File: src/mb4_pkg.sv
// Shared address map, widths, register bit positions and bus structs for the motor board core
package mb4_pkg;

	////////////////////////////////////////////////////////////////////
	// Sizes
	////////////////////////////////////////////////////////////////////
	localparam int NUM_MOTORS  = 4;
	localparam int MOTOR_IDX_W = $clog2(NUM_MOTORS);
	localparam int ADDR_W      = 15;
	localparam int DATA_W      = 32;
	localparam int FRAME_BITS  = 1 + ADDR_W + DATA_W;	// Write flag, address, data
	localparam int BIT_CNT_W   = $clog2(FRAME_BITS + 1);
	localparam int DIPSW_W     = 4;
	localparam int BTN_LED_W   = 6;
	localparam int PWM_FIELD_W = 16;

	localparam logic [DATA_W-1:0] FPGA_VERSION = 32'h0004_0102;

	////////////////////////////////////////////////////////////////////
	// Address map
	////////////////////////////////////////////////////////////////////
	localparam logic [ADDR_W-1:0] ADDR_VER        = 15'h0000;
	localparam logic [ADDR_W-1:0] ADDR_DIP        = 15'h0002;
	localparam logic [ADDR_W-1:0] ADDR_BUTTONS    = 15'h0004;
	localparam logic [ADDR_W-1:0] ADDR_BUTTON_LED = 15'h0005;

	localparam logic [ADDR_W-1:0] ADDR_MOTOR_BASE = 15'h0100;
	localparam logic [ADDR_W-1:0] MOTOR_STRIDE    = 15'h0010;

	// Offsets inside one motor block
	localparam logic [ADDR_W-1:0] OFS_INC      = 15'd0;
	localparam logic [ADDR_W-1:0] OFS_INC_ERR  = 15'd1;
	localparam logic [ADDR_W-1:0] OFS_PWM      = 15'd2;
	localparam logic [ADDR_W-1:0] OFS_FEEDBACK = 15'd3;
	localparam logic [ADDR_W-1:0] OFS_DRV_CTRL = 15'd4;

	localparam logic [DATA_W-1:0] UNMAPPED_DATA = '1;

	// Register bit positions
	localparam int DRV_EN_BIT     = 0;
	localparam int DRV_BRAKE_BIT  = 1;
	localparam int PWM_PERIOD_LSB = 0;	// Period in clocks
	localparam int PWM_HIGH_LSB   = 16;	// High time in clocks

	////////////////////////////////////////////////////////////////////
	// Structs
	////////////////////////////////////////////////////////////////////
	typedef struct packed {
		logic              wr;
		logic [ADDR_W-1:0] addr;
		logic [DATA_W-1:0] data;
	} spi_req_t;

	typedef struct packed {
		logic b;
		logic a;
	} quad_pins_t;

	typedef struct packed {
		logic [DIPSW_W-1:0] dipsw;
		logic               btn3nc;
		logic               btn3no;
		logic               btn2nc;
		logic               btn2no;
	} board_pins_t;

	typedef struct packed {
		quad_pins_t quad;
		logic       nfault;	// Active low driver fault
		logic       fgout;
	} motor_pins_t;

	typedef struct packed {
		logic              inc_clr;
		logic              pwm_wr;
		logic              drv_wr;
		logic [DATA_W-1:0] data;
	} motor_cmd_t;

	typedef struct packed {
		logic [DATA_W-1:0] count;
		logic [DATA_W-1:0] errors;
		logic [DATA_W-1:0] pwm_word;
		logic [DATA_W-1:0] drv_ctrl;
		logic              nfault;
		logic              fgout;
	} motor_stat_t;

endpackage

File: src/input_sync.sv
// Two-flop synchronizer for a group of asynchronous board pins, payload type set per instance
module input_sync #(
	parameter type payload_t = logic
)
(
	input  logic     clk_100m,
	input  logic     Master_rstn,
	input  payload_t d,
	output payload_t q
);

	payload_t meta;	// First stage, may go metastable

	always_ff @(posedge clk_100m or negedge Master_rstn)
	begin
		if (!Master_rstn)
		begin
			meta <= '0;
			q    <= '0;
		end
		else
		begin
			meta <= d;
			q    <= meta;
		end
	end

endmodule

File: src/spi_slave.sv
// SPI mode-0 slave: turns 48-bit host frames into register requests and shifts read data out
module spi_slave import mb4_pkg::*;
(
	input  logic              clk_100m,
	input  logic              Master_rstn,
	input  logic              mclk_0,
	input  logic              mosi_0,
	input  logic              cs_00,
	output logic              miso_0,
	output spi_req_t          req,
	output logic              req_valid,
	input  logic [DATA_W-1:0] rd_data
);

	logic [2:0]            sclk_s;
	logic [1:0]            cs_s;
	logic [1:0]            mosi_s;
	logic                  sclk_rise;
	logic                  sclk_fall;
	logic                  cs_act;
	logic                  tx_phase;
	logic [BIT_CNT_W-1:0]  bit_cnt;
	logic [FRAME_BITS-1:0] rx_sr;
	logic [FRAME_BITS-1:0] rx_next;
	logic [DATA_W-1:0]     tx_sr;

	////////////////////////////////////////////////////////////////////
	// Pin sampling and edge detect in the system clock domain
	////////////////////////////////////////////////////////////////////
	always_ff @(posedge clk_100m or negedge Master_rstn)
	begin
		if (!Master_rstn)
		begin
			sclk_s <= '0;
			cs_s   <= '1;	// Deselected
			mosi_s <= '0;
		end
		else
		begin
			sclk_s <= {sclk_s[1:0], mclk_0};
			cs_s   <= {cs_s[0], cs_00};
			mosi_s <= {mosi_s[0], mosi_0};	// Aligned with sclk_s[1]
		end
	end

	assign sclk_rise = (sclk_s[2:1] == 2'b01);
	assign sclk_fall = (sclk_s[2:1] == 2'b10);
	assign cs_act    = ~cs_s[1];
	assign rx_next   = {rx_sr[FRAME_BITS-2:0], mosi_s[1]};

	// Data phase spans the falling edges after the last address bit
	assign tx_phase = cs_act && (bit_cnt > BIT_CNT_W'(ADDR_W)) &&
		(bit_cnt < BIT_CNT_W'(FRAME_BITS));

	////////////////////////////////////////////////////////////////////
	// Frame counter and request issue
	////////////////////////////////////////////////////////////////////
	always_ff @(posedge clk_100m or negedge Master_rstn)
	begin
		if (!Master_rstn)
		begin
			bit_cnt   <= '0;
			req       <= '0;
			req_valid <= 1'b0;
			miso_0    <= 1'b0;
		end
		else
		begin
			req_valid <= 1'b0;
			if (!cs_act)
			begin
				bit_cnt <= '0;	// Deselected, partial frames are lost here
				miso_0  <= 1'b0;
			end
			else if (sclk_rise && (bit_cnt < BIT_CNT_W'(FRAME_BITS)))
			begin
				bit_cnt <= bit_cnt + 1'b1;
				if (bit_cnt == BIT_CNT_W'(ADDR_W))
				begin
					// Last address bit, ask for the read word
					req.wr    <= 1'b0;
					req.addr  <= rx_next[ADDR_W-1:0];
					req_valid <= 1'b1;
				end
				else if ((bit_cnt == BIT_CNT_W'(FRAME_BITS - 1)) && rx_next[FRAME_BITS-1])
				begin
					req.wr    <= 1'b1;
					req.addr  <= rx_next[DATA_W +: ADDR_W];
					req.data  <= rx_next[DATA_W-1:0];
					req_valid <= 1'b1;
				end
			end
			else if (sclk_fall && tx_phase)
				miso_0 <= tx_sr[DATA_W-1];	// MSB first
		end
	end

	// Shift registers
	always_ff @(posedge clk_100m)
	begin
		if (sclk_rise && cs_act)
			rx_sr <= rx_next;
		if (req_valid && !req.wr)
			tx_sr <= rd_data;	// Read word ready one cycle after the address request
		else if (sclk_fall && tx_phase)
			tx_sr <= {tx_sr[DATA_W-2:0], 1'b0};
	end

endmodule

File: src/quad_decoder.sv
// Quadrature decoder keeping a signed position count and a count of illegal double steps
module quad_decoder import mb4_pkg::*;
(
	input  logic              clk_100m,
	input  logic              Master_rstn,
	input  quad_pins_t        pins,
	input  logic              clear,
	output logic [DATA_W-1:0] count,
	output logic [DATA_W-1:0] errors
);

	quad_pins_t prev;
	logic [1:0] step;

	// Gray phase pair to a 2-bit position, forward is 00,01,11,10 on {b,a}
	function automatic logic [1:0] gray_to_bin(input quad_pins_t p);
		return {p.b, p.b ^ p.a};
	endfunction

	assign step = gray_to_bin(pins) - gray_to_bin(prev);	// Modulo 4 distance

	always_ff @(posedge clk_100m or negedge Master_rstn)
	begin
		if (!Master_rstn)
		begin
			prev   <= '0;
			count  <= '0;
			errors <= '0;
		end
		else
		begin
			prev <= pins;
			if (clear)
			begin
				count  <= '0;
				errors <= '0;
			end
			else
			begin
				case (step)
					2'd1:
						count <= count + 1'b1;	// a leads b
					2'd3:
						count <= count - 1'b1;
					2'd2:
						errors <= errors + 1'b1;	// Both phases moved at once
					default:
						;
				endcase
			end
		end
	end

endmodule

File: src/pwm_gen.sv
// PWM generator, period and high time in clocks taken from one register word
module pwm_gen import mb4_pkg::*;
(
	input  logic              clk_100m,
	input  logic              Master_rstn,
	input  logic [DATA_W-1:0] cycle_word,
	input  logic              enable,
	output logic              pwm
);

	logic [PWM_FIELD_W-1:0] period;
	logic [PWM_FIELD_W-1:0] high_time;
	logic [PWM_FIELD_W-1:0] cnt;
	logic                   pwm_q;

	assign period    = cycle_word[PWM_PERIOD_LSB +: PWM_FIELD_W];
	assign high_time = cycle_word[PWM_HIGH_LSB +: PWM_FIELD_W];

	always_ff @(posedge clk_100m or negedge Master_rstn)
	begin
		if (!Master_rstn)
		begin
			cnt   <= '0;
			pwm_q <= 1'b0;
		end
		else if (period == '0)
		begin
			cnt   <= '0;	// Stopped
			pwm_q <= 1'b0;
		end
		else
		begin
			if (cnt >= period - 1'b1)
				cnt <= '0;
			else
				cnt <= cnt + 1'b1;
			pwm_q <= (cnt < high_time);	// min(high, period) clocks per period
		end
	end

	// Enable cuts the output at once, a fault must not wait for the next step
	assign pwm = pwm_q & enable;

endmodule

File: src/motor_channel.sv
// One motor channel: PWM and driver registers, fault gating, encoder decoder and PWM output
module motor_channel import mb4_pkg::*;
(
	input  logic        clk_100m,
	input  logic        Master_rstn,
	input  motor_pins_t pins,
	input  motor_cmd_t  cmd,
	output motor_stat_t stat,
	output logic        pwm,
	output logic        brake,
	output logic        droff
);

	motor_pins_t       pins_s;
	logic [DATA_W-1:0] pwm_word;
	logic              drv_en;
	logic              drv_brake;
	logic              pwm_en;
	logic [DATA_W-1:0] count;
	logic [DATA_W-1:0] errors;

	input_sync #(
		.payload_t(motor_pins_t)
	) i_pin_sync (
		.clk_100m(clk_100m),
		.Master_rstn(Master_rstn),
		.d(pins),
		.q(pins_s)
	);

	always_ff @(posedge clk_100m or negedge Master_rstn)
	begin
		if (!Master_rstn)
		begin
			pwm_word  <= '0;
			drv_en    <= 1'b0;
			drv_brake <= 1'b0;
		end
		else
		begin
			if (cmd.pwm_wr)
				pwm_word <= cmd.data;
			if (cmd.drv_wr)
			begin
				drv_en    <= cmd.data[DRV_EN_BIT];
				drv_brake <= cmd.data[DRV_BRAKE_BIT];
			end
		end
	end

	// Low nfault turns the driver off and stops PWM
	assign pwm_en = drv_en & pins_s.nfault;
	assign droff  = ~drv_en | ~pins_s.nfault;
	assign brake  = drv_brake;

	quad_decoder i_quad (
		.clk_100m(clk_100m),
		.Master_rstn(Master_rstn),
		.pins(pins_s.quad),
		.clear(cmd.inc_clr),
		.count(count),
		.errors(errors)
	);

	pwm_gen i_pwm (
		.clk_100m(clk_100m),
		.Master_rstn(Master_rstn),
		.cycle_word(pwm_word),
		.enable(pwm_en),
		.pwm(pwm)
	);

	always_comb
	begin
		stat                         = '0;
		stat.count                   = count;
		stat.errors                  = errors;
		stat.pwm_word                = pwm_word;
		stat.drv_ctrl[DRV_EN_BIT]    = drv_en;
		stat.drv_ctrl[DRV_BRAKE_BIT] = drv_brake;
		stat.nfault                  = pins_s.nfault;
		stat.fgout                   = pins_s.fgout;
	end

endmodule

File: src/reg_bank.sv
// Register bank: address decode, board registers, motor write strobes and the read mux
module reg_bank import mb4_pkg::*;
(
	input  logic                 clk_100m,
	input  logic                 Master_rstn,
	input  spi_req_t             req,
	input  logic                 req_valid,
	output logic [DATA_W-1:0]    rd_data,
	input  board_pins_t          board,
	output logic [BTN_LED_W-1:0] btn_led,
	output motor_cmd_t           cmd [NUM_MOTORS],
	input  motor_stat_t          stat [NUM_MOTORS]
);

	logic [ADDR_W-1:0]      rel_addr;
	logic [ADDR_W-1:0]      blk;
	logic [ADDR_W-1:0]      ofs;
	logic [MOTOR_IDX_W-1:0] sel;
	logic                   motor_hit;
	logic                   wr_en;

	////////////////////////////////////////////////////////////////////
	// Decode
	////////////////////////////////////////////////////////////////////
	assign rel_addr  = req.addr - ADDR_MOTOR_BASE;
	assign blk       = rel_addr / MOTOR_STRIDE;
	assign ofs       = rel_addr % MOTOR_STRIDE;
	assign sel       = blk[MOTOR_IDX_W-1:0];
	assign motor_hit = (req.addr >= ADDR_MOTOR_BASE) && (blk < ADDR_W'(NUM_MOTORS));
	assign wr_en     = req_valid && req.wr;

	// Button LEDs, the only writable board register
	always_ff @(posedge clk_100m or negedge Master_rstn)
	begin
		if (!Master_rstn)
			btn_led <= '0;
		else if (wr_en && (req.addr == ADDR_BUTTON_LED))
			btn_led <= req.data[BTN_LED_W-1:0];
	end

	// One strobe per write, registered inside the channel on the next edge
	always_comb
	begin
		for (int m = 0; m < NUM_MOTORS; m++)
		begin
			cmd[m]      = '0;
			cmd[m].data = req.data;
			if (wr_en && motor_hit && (sel == MOTOR_IDX_W'(m)))
			begin
				cmd[m].inc_clr = (ofs == OFS_INC);
				cmd[m].pwm_wr  = (ofs == OFS_PWM);
				cmd[m].drv_wr  = (ofs == OFS_DRV_CTRL);
			end
		end
	end

	////////////////////////////////////////////////////////////////////
	// Read mux
	////////////////////////////////////////////////////////////////////
	always_comb
	begin
		rd_data = UNMAPPED_DATA;
		if (motor_hit)
		begin
			case (ofs)
				OFS_INC:
					rd_data = stat[sel].count;
				OFS_INC_ERR:
					rd_data = stat[sel].errors;
				OFS_PWM:
					rd_data = stat[sel].pwm_word;
				OFS_FEEDBACK:
					rd_data = {{(DATA_W-2){1'b0}}, stat[sel].fgout, stat[sel].nfault};
				OFS_DRV_CTRL:
					rd_data = stat[sel].drv_ctrl;
				default:
					rd_data = UNMAPPED_DATA;	// Hole inside a motor block
			endcase
		end
		else
		begin
			case (req.addr)
				ADDR_VER:
					rd_data = FPGA_VERSION;
				ADDR_DIP:
					rd_data = {{(DATA_W-DIPSW_W){1'b0}}, board.dipsw};
				ADDR_BUTTONS:
					rd_data = {{(DATA_W-4){1'b0}}, board.btn3nc, board.btn3no,
						board.btn2nc, board.btn2no};
				ADDR_BUTTON_LED:
					rd_data = {{(DATA_W-BTN_LED_W){1'b0}}, btn_led};
				default:
					rd_data = UNMAPPED_DATA;
			endcase
		end
	end

endmodule

File: src/top_4mb.sv
// Top level of the motor board core, SPI slave, board synchronizer, register bank and motors
module top_4mb import mb4_pkg::*;
(
	input  logic                  clk_100m,
	input  logic                  Master_rstn,
	input  logic                  mclk_0,
	input  logic                  mosi_0,
	input  logic                  cs_00,
	output logic                  miso_0,
	input  logic [NUM_MOTORS-1:0] qca,
	input  logic [NUM_MOTORS-1:0] qcb,
	input  logic [NUM_MOTORS-1:0] nfault,
	input  logic [NUM_MOTORS-1:0] fgout,
	output logic [NUM_MOTORS-1:0] pwm,
	output logic [NUM_MOTORS-1:0] brake,
	output logic [NUM_MOTORS-1:0] droff,
	input  logic [DIPSW_W-1:0]    dipsw,
	input  logic                  btn2no,
	input  logic                  btn2nc,
	input  logic                  btn3no,
	input  logic                  btn3nc,
	output logic [BTN_LED_W-1:0]  btn_led
);

	spi_req_t          req;
	logic              req_valid;
	logic [DATA_W-1:0] rd_data;
	board_pins_t       board_raw;
	board_pins_t       board_s;
	motor_cmd_t        cmd [NUM_MOTORS];
	motor_stat_t       stat [NUM_MOTORS];

	assign board_raw = '{dipsw: dipsw, btn3nc: btn3nc, btn3no: btn3no,
		btn2nc: btn2nc, btn2no: btn2no};

	spi_slave i_spi_slave (
		.clk_100m(clk_100m),
		.Master_rstn(Master_rstn),
		.mclk_0(mclk_0),
		.mosi_0(mosi_0),
		.cs_00(cs_00),
		.miso_0(miso_0),
		.req(req),
		.req_valid(req_valid),
		.rd_data(rd_data)
	);

	input_sync #(
		.payload_t(board_pins_t)
	) i_board_sync (
		.clk_100m(clk_100m),
		.Master_rstn(Master_rstn),
		.d(board_raw),
		.q(board_s)
	);

	reg_bank i_reg_bank (
		.clk_100m(clk_100m),
		.Master_rstn(Master_rstn),
		.req(req),
		.req_valid(req_valid),
		.rd_data(rd_data),
		.board(board_s),
		.btn_led(btn_led),
		.cmd(cmd),
		.stat(stat)
	);

	////////////////////////////////////////////////////////////////////
	// Motor channels
	////////////////////////////////////////////////////////////////////
	for (genvar m = 0; m < NUM_MOTORS; m++)
	begin : g_motor
		motor_pins_t mpins;

		assign mpins = '{quad: '{b: qcb[m], a: qca[m]}, nfault: nfault[m], fgout: fgout[m]};

		motor_channel i_motor (
			.clk_100m(clk_100m),
			.Master_rstn(Master_rstn),
			.pins(mpins),
			.cmd(cmd[m]),
			.stat(stat[m]),
			.pwm(pwm[m]),
			.brake(brake[m]),
			.droff(droff[m])
		);
	end

endmodule

File: config.mk
export PLATFORM = sky130hd
export DESIGN_NAME = top_4mb
export DESIGN_NICKNAME = d
export VERILOG_FILES = /design/src/mb4_pkg.sv /design/src/input_sync.sv /design/src/spi_slave.sv /design/src/quad_decoder.sv /design/src/pwm_gen.sv /design/src/motor_channel.sv /design/src/reg_bank.sv /design/src/top_4mb.sv
export SDC_FILE = /design/constraint.sdc
export NUM_CORES = 2
export LEC_CHECK = 0
export ABC_AREA = 1
export ABC_CLOCK_PERIOD_IN_PS = 2570
export BUFFER_PORTS_ARGS = -buffer_cell sky130_fd_sc_hd__buf_2
export CORE_MARGIN = 2
export CORE_UTILIZATION = 47
export CTS_BUF_LIST = sky130_fd_sc_hd__clkbuf_4 sky130_fd_sc_hd__clkbuf_8 sky130_fd_sc_hd__clkbuf_16
export CTS_CLUSTER_SIZE = 30
export DETAILED_ROUTE_END_ITERATION = 8
export GPL_TIMING_DRIVEN = 0
export HOLD_SLACK_MARGIN = 0.05
export SETUP_SLACK_MARGIN = 0.3
export SYNTH_ARGS = -nofsm -noshare
export SYNTH_HDL_FRONTEND = slang
export SYNTH_HIERARCHICAL = 1
export SYNTH_SLANG_ARGS = --single-unit
File: constraint.sdc
create_clock -name clk_100m -period 2.57 [get_ports clk_100m]
set_clock_uncertainty 0.1 [all_clocks]
set_input_delay 0.257 -clock clk_100m [delete_from_list [all_inputs] [get_ports clk_100m]]
set_output_delay 0.257 -clock clk_100m [all_outputs]
set_load 0.03 [all_outputs]
==> results.json <==
{
  "multiInputGateArea_sq_mm": 0.0319,
  "h-tree-depth": 3,
  "violations": "negative hold slack, negative setup slack",
  "worstSetupPathType": "flip-flop to flip-flop",
  "final_cells": 9397,
  "dp_hpwl_mm": 140,
  "hold_buffers": 38,
  "grt_pass1_wl_mm": 282,
  "worst-slew-pin-transition_ps": 1110,
  "ff2ff_path_depth": 19,
  "syn_area_per_cell_sq_um": 6.84,
  "rsz0062_at_grt": "true",
  "clk_latency_ps": 710,
  "busiest_layer": "met2",
  "clk_pin_slew_ps": 60,
  "cts_inserted_buffers": 82,
  "timing.hold.ws_ps": -563,
  "async_reset_ff_share_pct": 88.1,
  "drive_above_1_share_pct": 27.7,
  "leakage_nw": 33.1,
  "rows": 119,
  "grt_use_met1_pct": 49.8,
  "cts_sinks": 664,
  "hp-class": "input pin to async pin",
  "fin_crit_sh_pct": 110,
  "synthCells": 7339,
  "antenna_found_initial": 2,
  "worstPathMaxFanout": 5,
  "vias": 50500,
  "place_inst": 8898,
  "hold_viol": 99,
  "drc": 0,
  "peakVddDrop_v": 0.000722,
  "drt_wl_total_mm": 191,
  "drtAntennaViolNets": 0,
  "die_area_sq_mm": 0.109,
  "max_stage_delay_ps": 390,
  "crit_chain": "xor2_2, ha_4, inv_2, nand2_4, nand3_4, buf_12, nand2_4, nand2_2, inv_2, ha_4, inv_2, nand2_4, nand3_4, o21ai_4, nand2_1, nand2_2, buf_4, xor2_1, o22ai_1",
  "nets": 8123,
  "io_buffers": 47,
  "slowest_stage": "dfrtp_1",
  "avgViaCountPerCell": 5.37,
  "core_sq_mm": 0.106,
  "synthFlopType": "dfrtp_1",
  "arrival_ps": 3280,
  "ys_ff_latch": 664,
  "crit_buf_inv": 5,
  "cts_tree": "done",
  "synthesis.area_sq_mm": 0.0502,
  "reg2reg_from": "g_motor[1].i_motor/i_quad/prev[0]$_DFF_PN0_",
  "initial_core_util_pct": 47.5,
  "critPathRequiredTime_ps": 3030,
  "root_buffer": "clkbuf_16",
  "worst_slack_ps": -250,
  "overflow": 0,
  "num-fill-cells": 9593,
  "clock_path_buffers": 3,
  "reg2reg_to": "g_motor[1].i_motor/i_quad/count[10]$_DFFE_PN0P_",
  "fp.dieH_microns": 331,
  "grt_start_max_net_pins": 117,
  "dr.pass1.iters": 8,
  "endpoint_kind": "flip-flop",
  "ys_warn_count": 6,
  "setup_viol": 194,
  "status": "complete, but fails checks",
  "diodes": 0,
  "period_needed_ps": 2820,
  "fin_setup_tns_ps": -16380,
  "drv_cap": 0,
  "grt_usage_pct": 34.0,
  "slew_headroom_pct": 25.3,
  "wire_per_inst_microns": 20.4,
  "synth.yosys.seq_area_share_pct": 33.9,
  "synth_edf_count": 79,
  "ios": 48,
  "met2_usage_pct": 51.5,
  "place.gp.congestion": 1.04,
  "ys_types": 56,
  "powerDensity_mw_per_mm2": 747,
  "drt_iter0_markers": 5172,
  "syn2layout_area_growth_pct": 29.6,
  "seq_area_sq_mm": 0.0171,
  "ff2ff_setup_slack_ps": -250,
  "grt_use_met3_pct": 4.99,
  "die_width_microns": 331,
  "first_global_vias": 46500,
  "maxSlewViolCount": 0,
  "cpLargestDelayFamily": "simple AND/OR/NAND/NOR gates",
  "fmax_mhz": 355,
  "cp-start-kind": "flip-flop"
}
==> registers in the layout (all words and copies together) (netlist names) <==
register	count
i_board_sync/q	8
g_motor.i_motor/i_quad/errors	128
g_motor.i_motor/i_pin_sync/meta	16
i_spi_slave/req_valid	1
i_spi_slave/sclk_s	3
i_spi_slave/bit_cnt	6
i_spi_slave/rx_sr	47
g_motor.i_motor/i_pin_sync/q	16
g_motor.i_motor/i_quad/prev	8
g_motor.i_motor/brake	4
i_spi_slave/cs_s	2
i_reg_bank/btn_led	6
i_spi_slave/miso_0	1
g_motor.i_motor/drv_en	4
i_board_sync/meta	8
g_motor.i_motor/i_pwm/pwm_q	4
i_spi_slave/mosi_s	2
g_motor.i_motor/i_quad/count	128
g_motor.i_motor/pwm_word	128
i_spi_slave/tx_sr	32
g_motor.i_motor/i_pwm/cnt	64
i_spi_slave/req	48
==> Yosys cell counts (all sizes together) (17+ instances only) <==
| library cell | count | share of area, % |
|---|---|---|
| a21oi | 165 | 1.7 |
| buf | 422 | 6.3 |
| clkbuf | 82 | 0.85 |
| dfrtp | 583 | 29 |
| edfxtp | 79 | 4.7 |
| ha | 155 | 3.9 |
| inv | 741 | 5.6 |
| mux2 | 31 | 0.70 |
| nand2 | 3115 | 24 |
| nand3 | 412 | 4.5 |
| nand3b | 19 | 0.28 |
| nand4 | 92 | 1.3 |
| nor2 | 642 | 5.5 |
| nor3 | 93 | 0.98 |
| nor4 | 52 | 0.70 |
| o21a | 17 | 0.25 |
| o21ai | 173 | 1.8 |
| o22ai | 40 | 0.50 |
| o41ai | 88 | 1.5 |
| xnor2 | 66 | 1.2 |
| xor2 | 188 | 3.4 |
==> final cells by class <==
cell class / count / area share (%)
Multi-Input combinational cell: 5540 / 49.0
Sequential cell: 664 / 26.2
Buffer: 504 / 7.09
Timing Repair Buffer: 395 / 5.88
Inverter: 750 / 4.56
Clock buffer: 111 / 3.64
Tap cell: 1391 / 2.68
Clock inverter: 40 / 0.895
Timing Repair inverter: 2 / 0.0212
==> layer usage <==
layer | routed length [microns] | vias to the layer above | share of wire [%]
met3 | 15700 | 419 | 8.2
met4 | 7430 | 0 | 3.9
li1 | - | 24000 | -
met1 | 85300 | 23900 | 45
met2 | 82900 | 2090 | 43
met5 | 0 | - | 0
==> cell families after synthesis <==
logic type	share of synthesized area, %
AOI/OAI and AO/OA	6.47
xor gates and xnor gates	4.61
adders and majority gates	3.86
buffers and inverters	12.8
DFF	33.9
muxes	0.696
other	0.0299
and+or+nand+nor	37.6
==> repair_timing <==
| item | in CTS | in global routing |
|---|---|---|
| setup endpoints to repair | 584 | 529 |
| pin swaps | 242 | 234 |
| gates cloned | 28 | 8 |
| resized for setup | 796 | 616 |
| hold endpoints to repair | 126 | 99 |
| setup buffers | 166 | 107 |
==> report_power, final <==
part | leakage [nW] | switching (mW) | internal, mW | total [mW]
combinational | 23.2 | 13.4 | 8.06 | 21.4
clock | 1.46 | 5.19 | 7.39 | 12.6
sequential | 8.42 | 2.69 | 11.9 | 14.6
total | 33.1 | 21.3 | 27.3 | 48.6
==> layout by cell type, fill, tap and decap left out, drive strengths merged <==
| cell | count |
|---|---|
| nand2 | 3116 |
| buf | 753 |
| inv | 743 |
| nor2 | 642 |
| dfrtp | 583 |
| nand3 | 414 |
| clkbuf | 219 |
| xor2 | 188 |
| o21ai | 173 |
| a21oi | 165 |
| ha | 155 |
| conb | 120 |
| nor3 | 93 |
| nand4 | 92 |
| o41ai | 88 |
| edfxtp | 79 |
| xnor2 | 66 |
| nor4 | 52 |
| o22ai | 40 |
| dlygate4sd3 | 38 |
| clkinv | 34 |
| mux2 | 31 |
| nand3b | 19 |
| o21a | 17 |
| and2 | 16 |
| a211oi | 16 |
| bufinv | 8 |
| o31ai | 8 |
| clkinvlp | 7 |
| a21boi | 5 |
| or2 | 4 |
| nor3b | 4 |
| o211a | 4 |
| a221oi | 4 |
| o21ba | 4 |
| o21bai | 4 |
| dfstp | 2 |
==> worst max-delay path by stage <==
| stage | from | to | cells past startpoint |
|---|---|---|---|
| floorplan | g_motor[0].i_motor/i_pin_sync/q[3]$_DFF_PN0_ | g_motor[0].i_motor/i_quad/count[31]$_DFFE_PN0P_ | 16 |
| global placement | Master_rstn | i_spi_slave/req[43]$_DFFE_PN0P_ | 1 |
| detailed placement | i_spi_slave/req[38]$_DFFE_PN0P_ | g_motor[2].i_motor/i_quad/count[16]$_DFFE_PN0P_ | 13 |
| CTS | g_motor[2].i_motor/i_pin_sync/q[3]$_DFF_PN0_ | g_motor[2].i_motor/i_quad/count[22]$_DFFE_PN0P_ | 20 |
| global route | g_motor[0].i_motor/i_pin_sync/q[2]$_DFF_PN0_ | g_motor[0].i_motor/i_quad/count[22]$_DFFE_PN0P_ | 21 |
| finish | g_motor[1].i_motor/i_quad/prev[0]$_DFF_PN0_ | g_motor[1].i_motor/i_quad/count[10]$_DFFE_PN0P_ | 19 |
==> metrics by stage <==
step | utilization, % | setup slack, ps | power [mW] | area (sq um)
floorplan | - | 37.9 | 24.6 | 51400
global placement | 50.6 | -12000 | 29.5 | 53400
detailed placement | 50.7 | -1170 | 29.6 | 53500
CTS | 58.4 | -190 | 45.6 | 61700
global route | 61.6 | -390 | 51.0 | 65000
finish | 61.6 | -250 | 48.6 | 65000
Note: power is estimated with default switching activity, not from simulation.
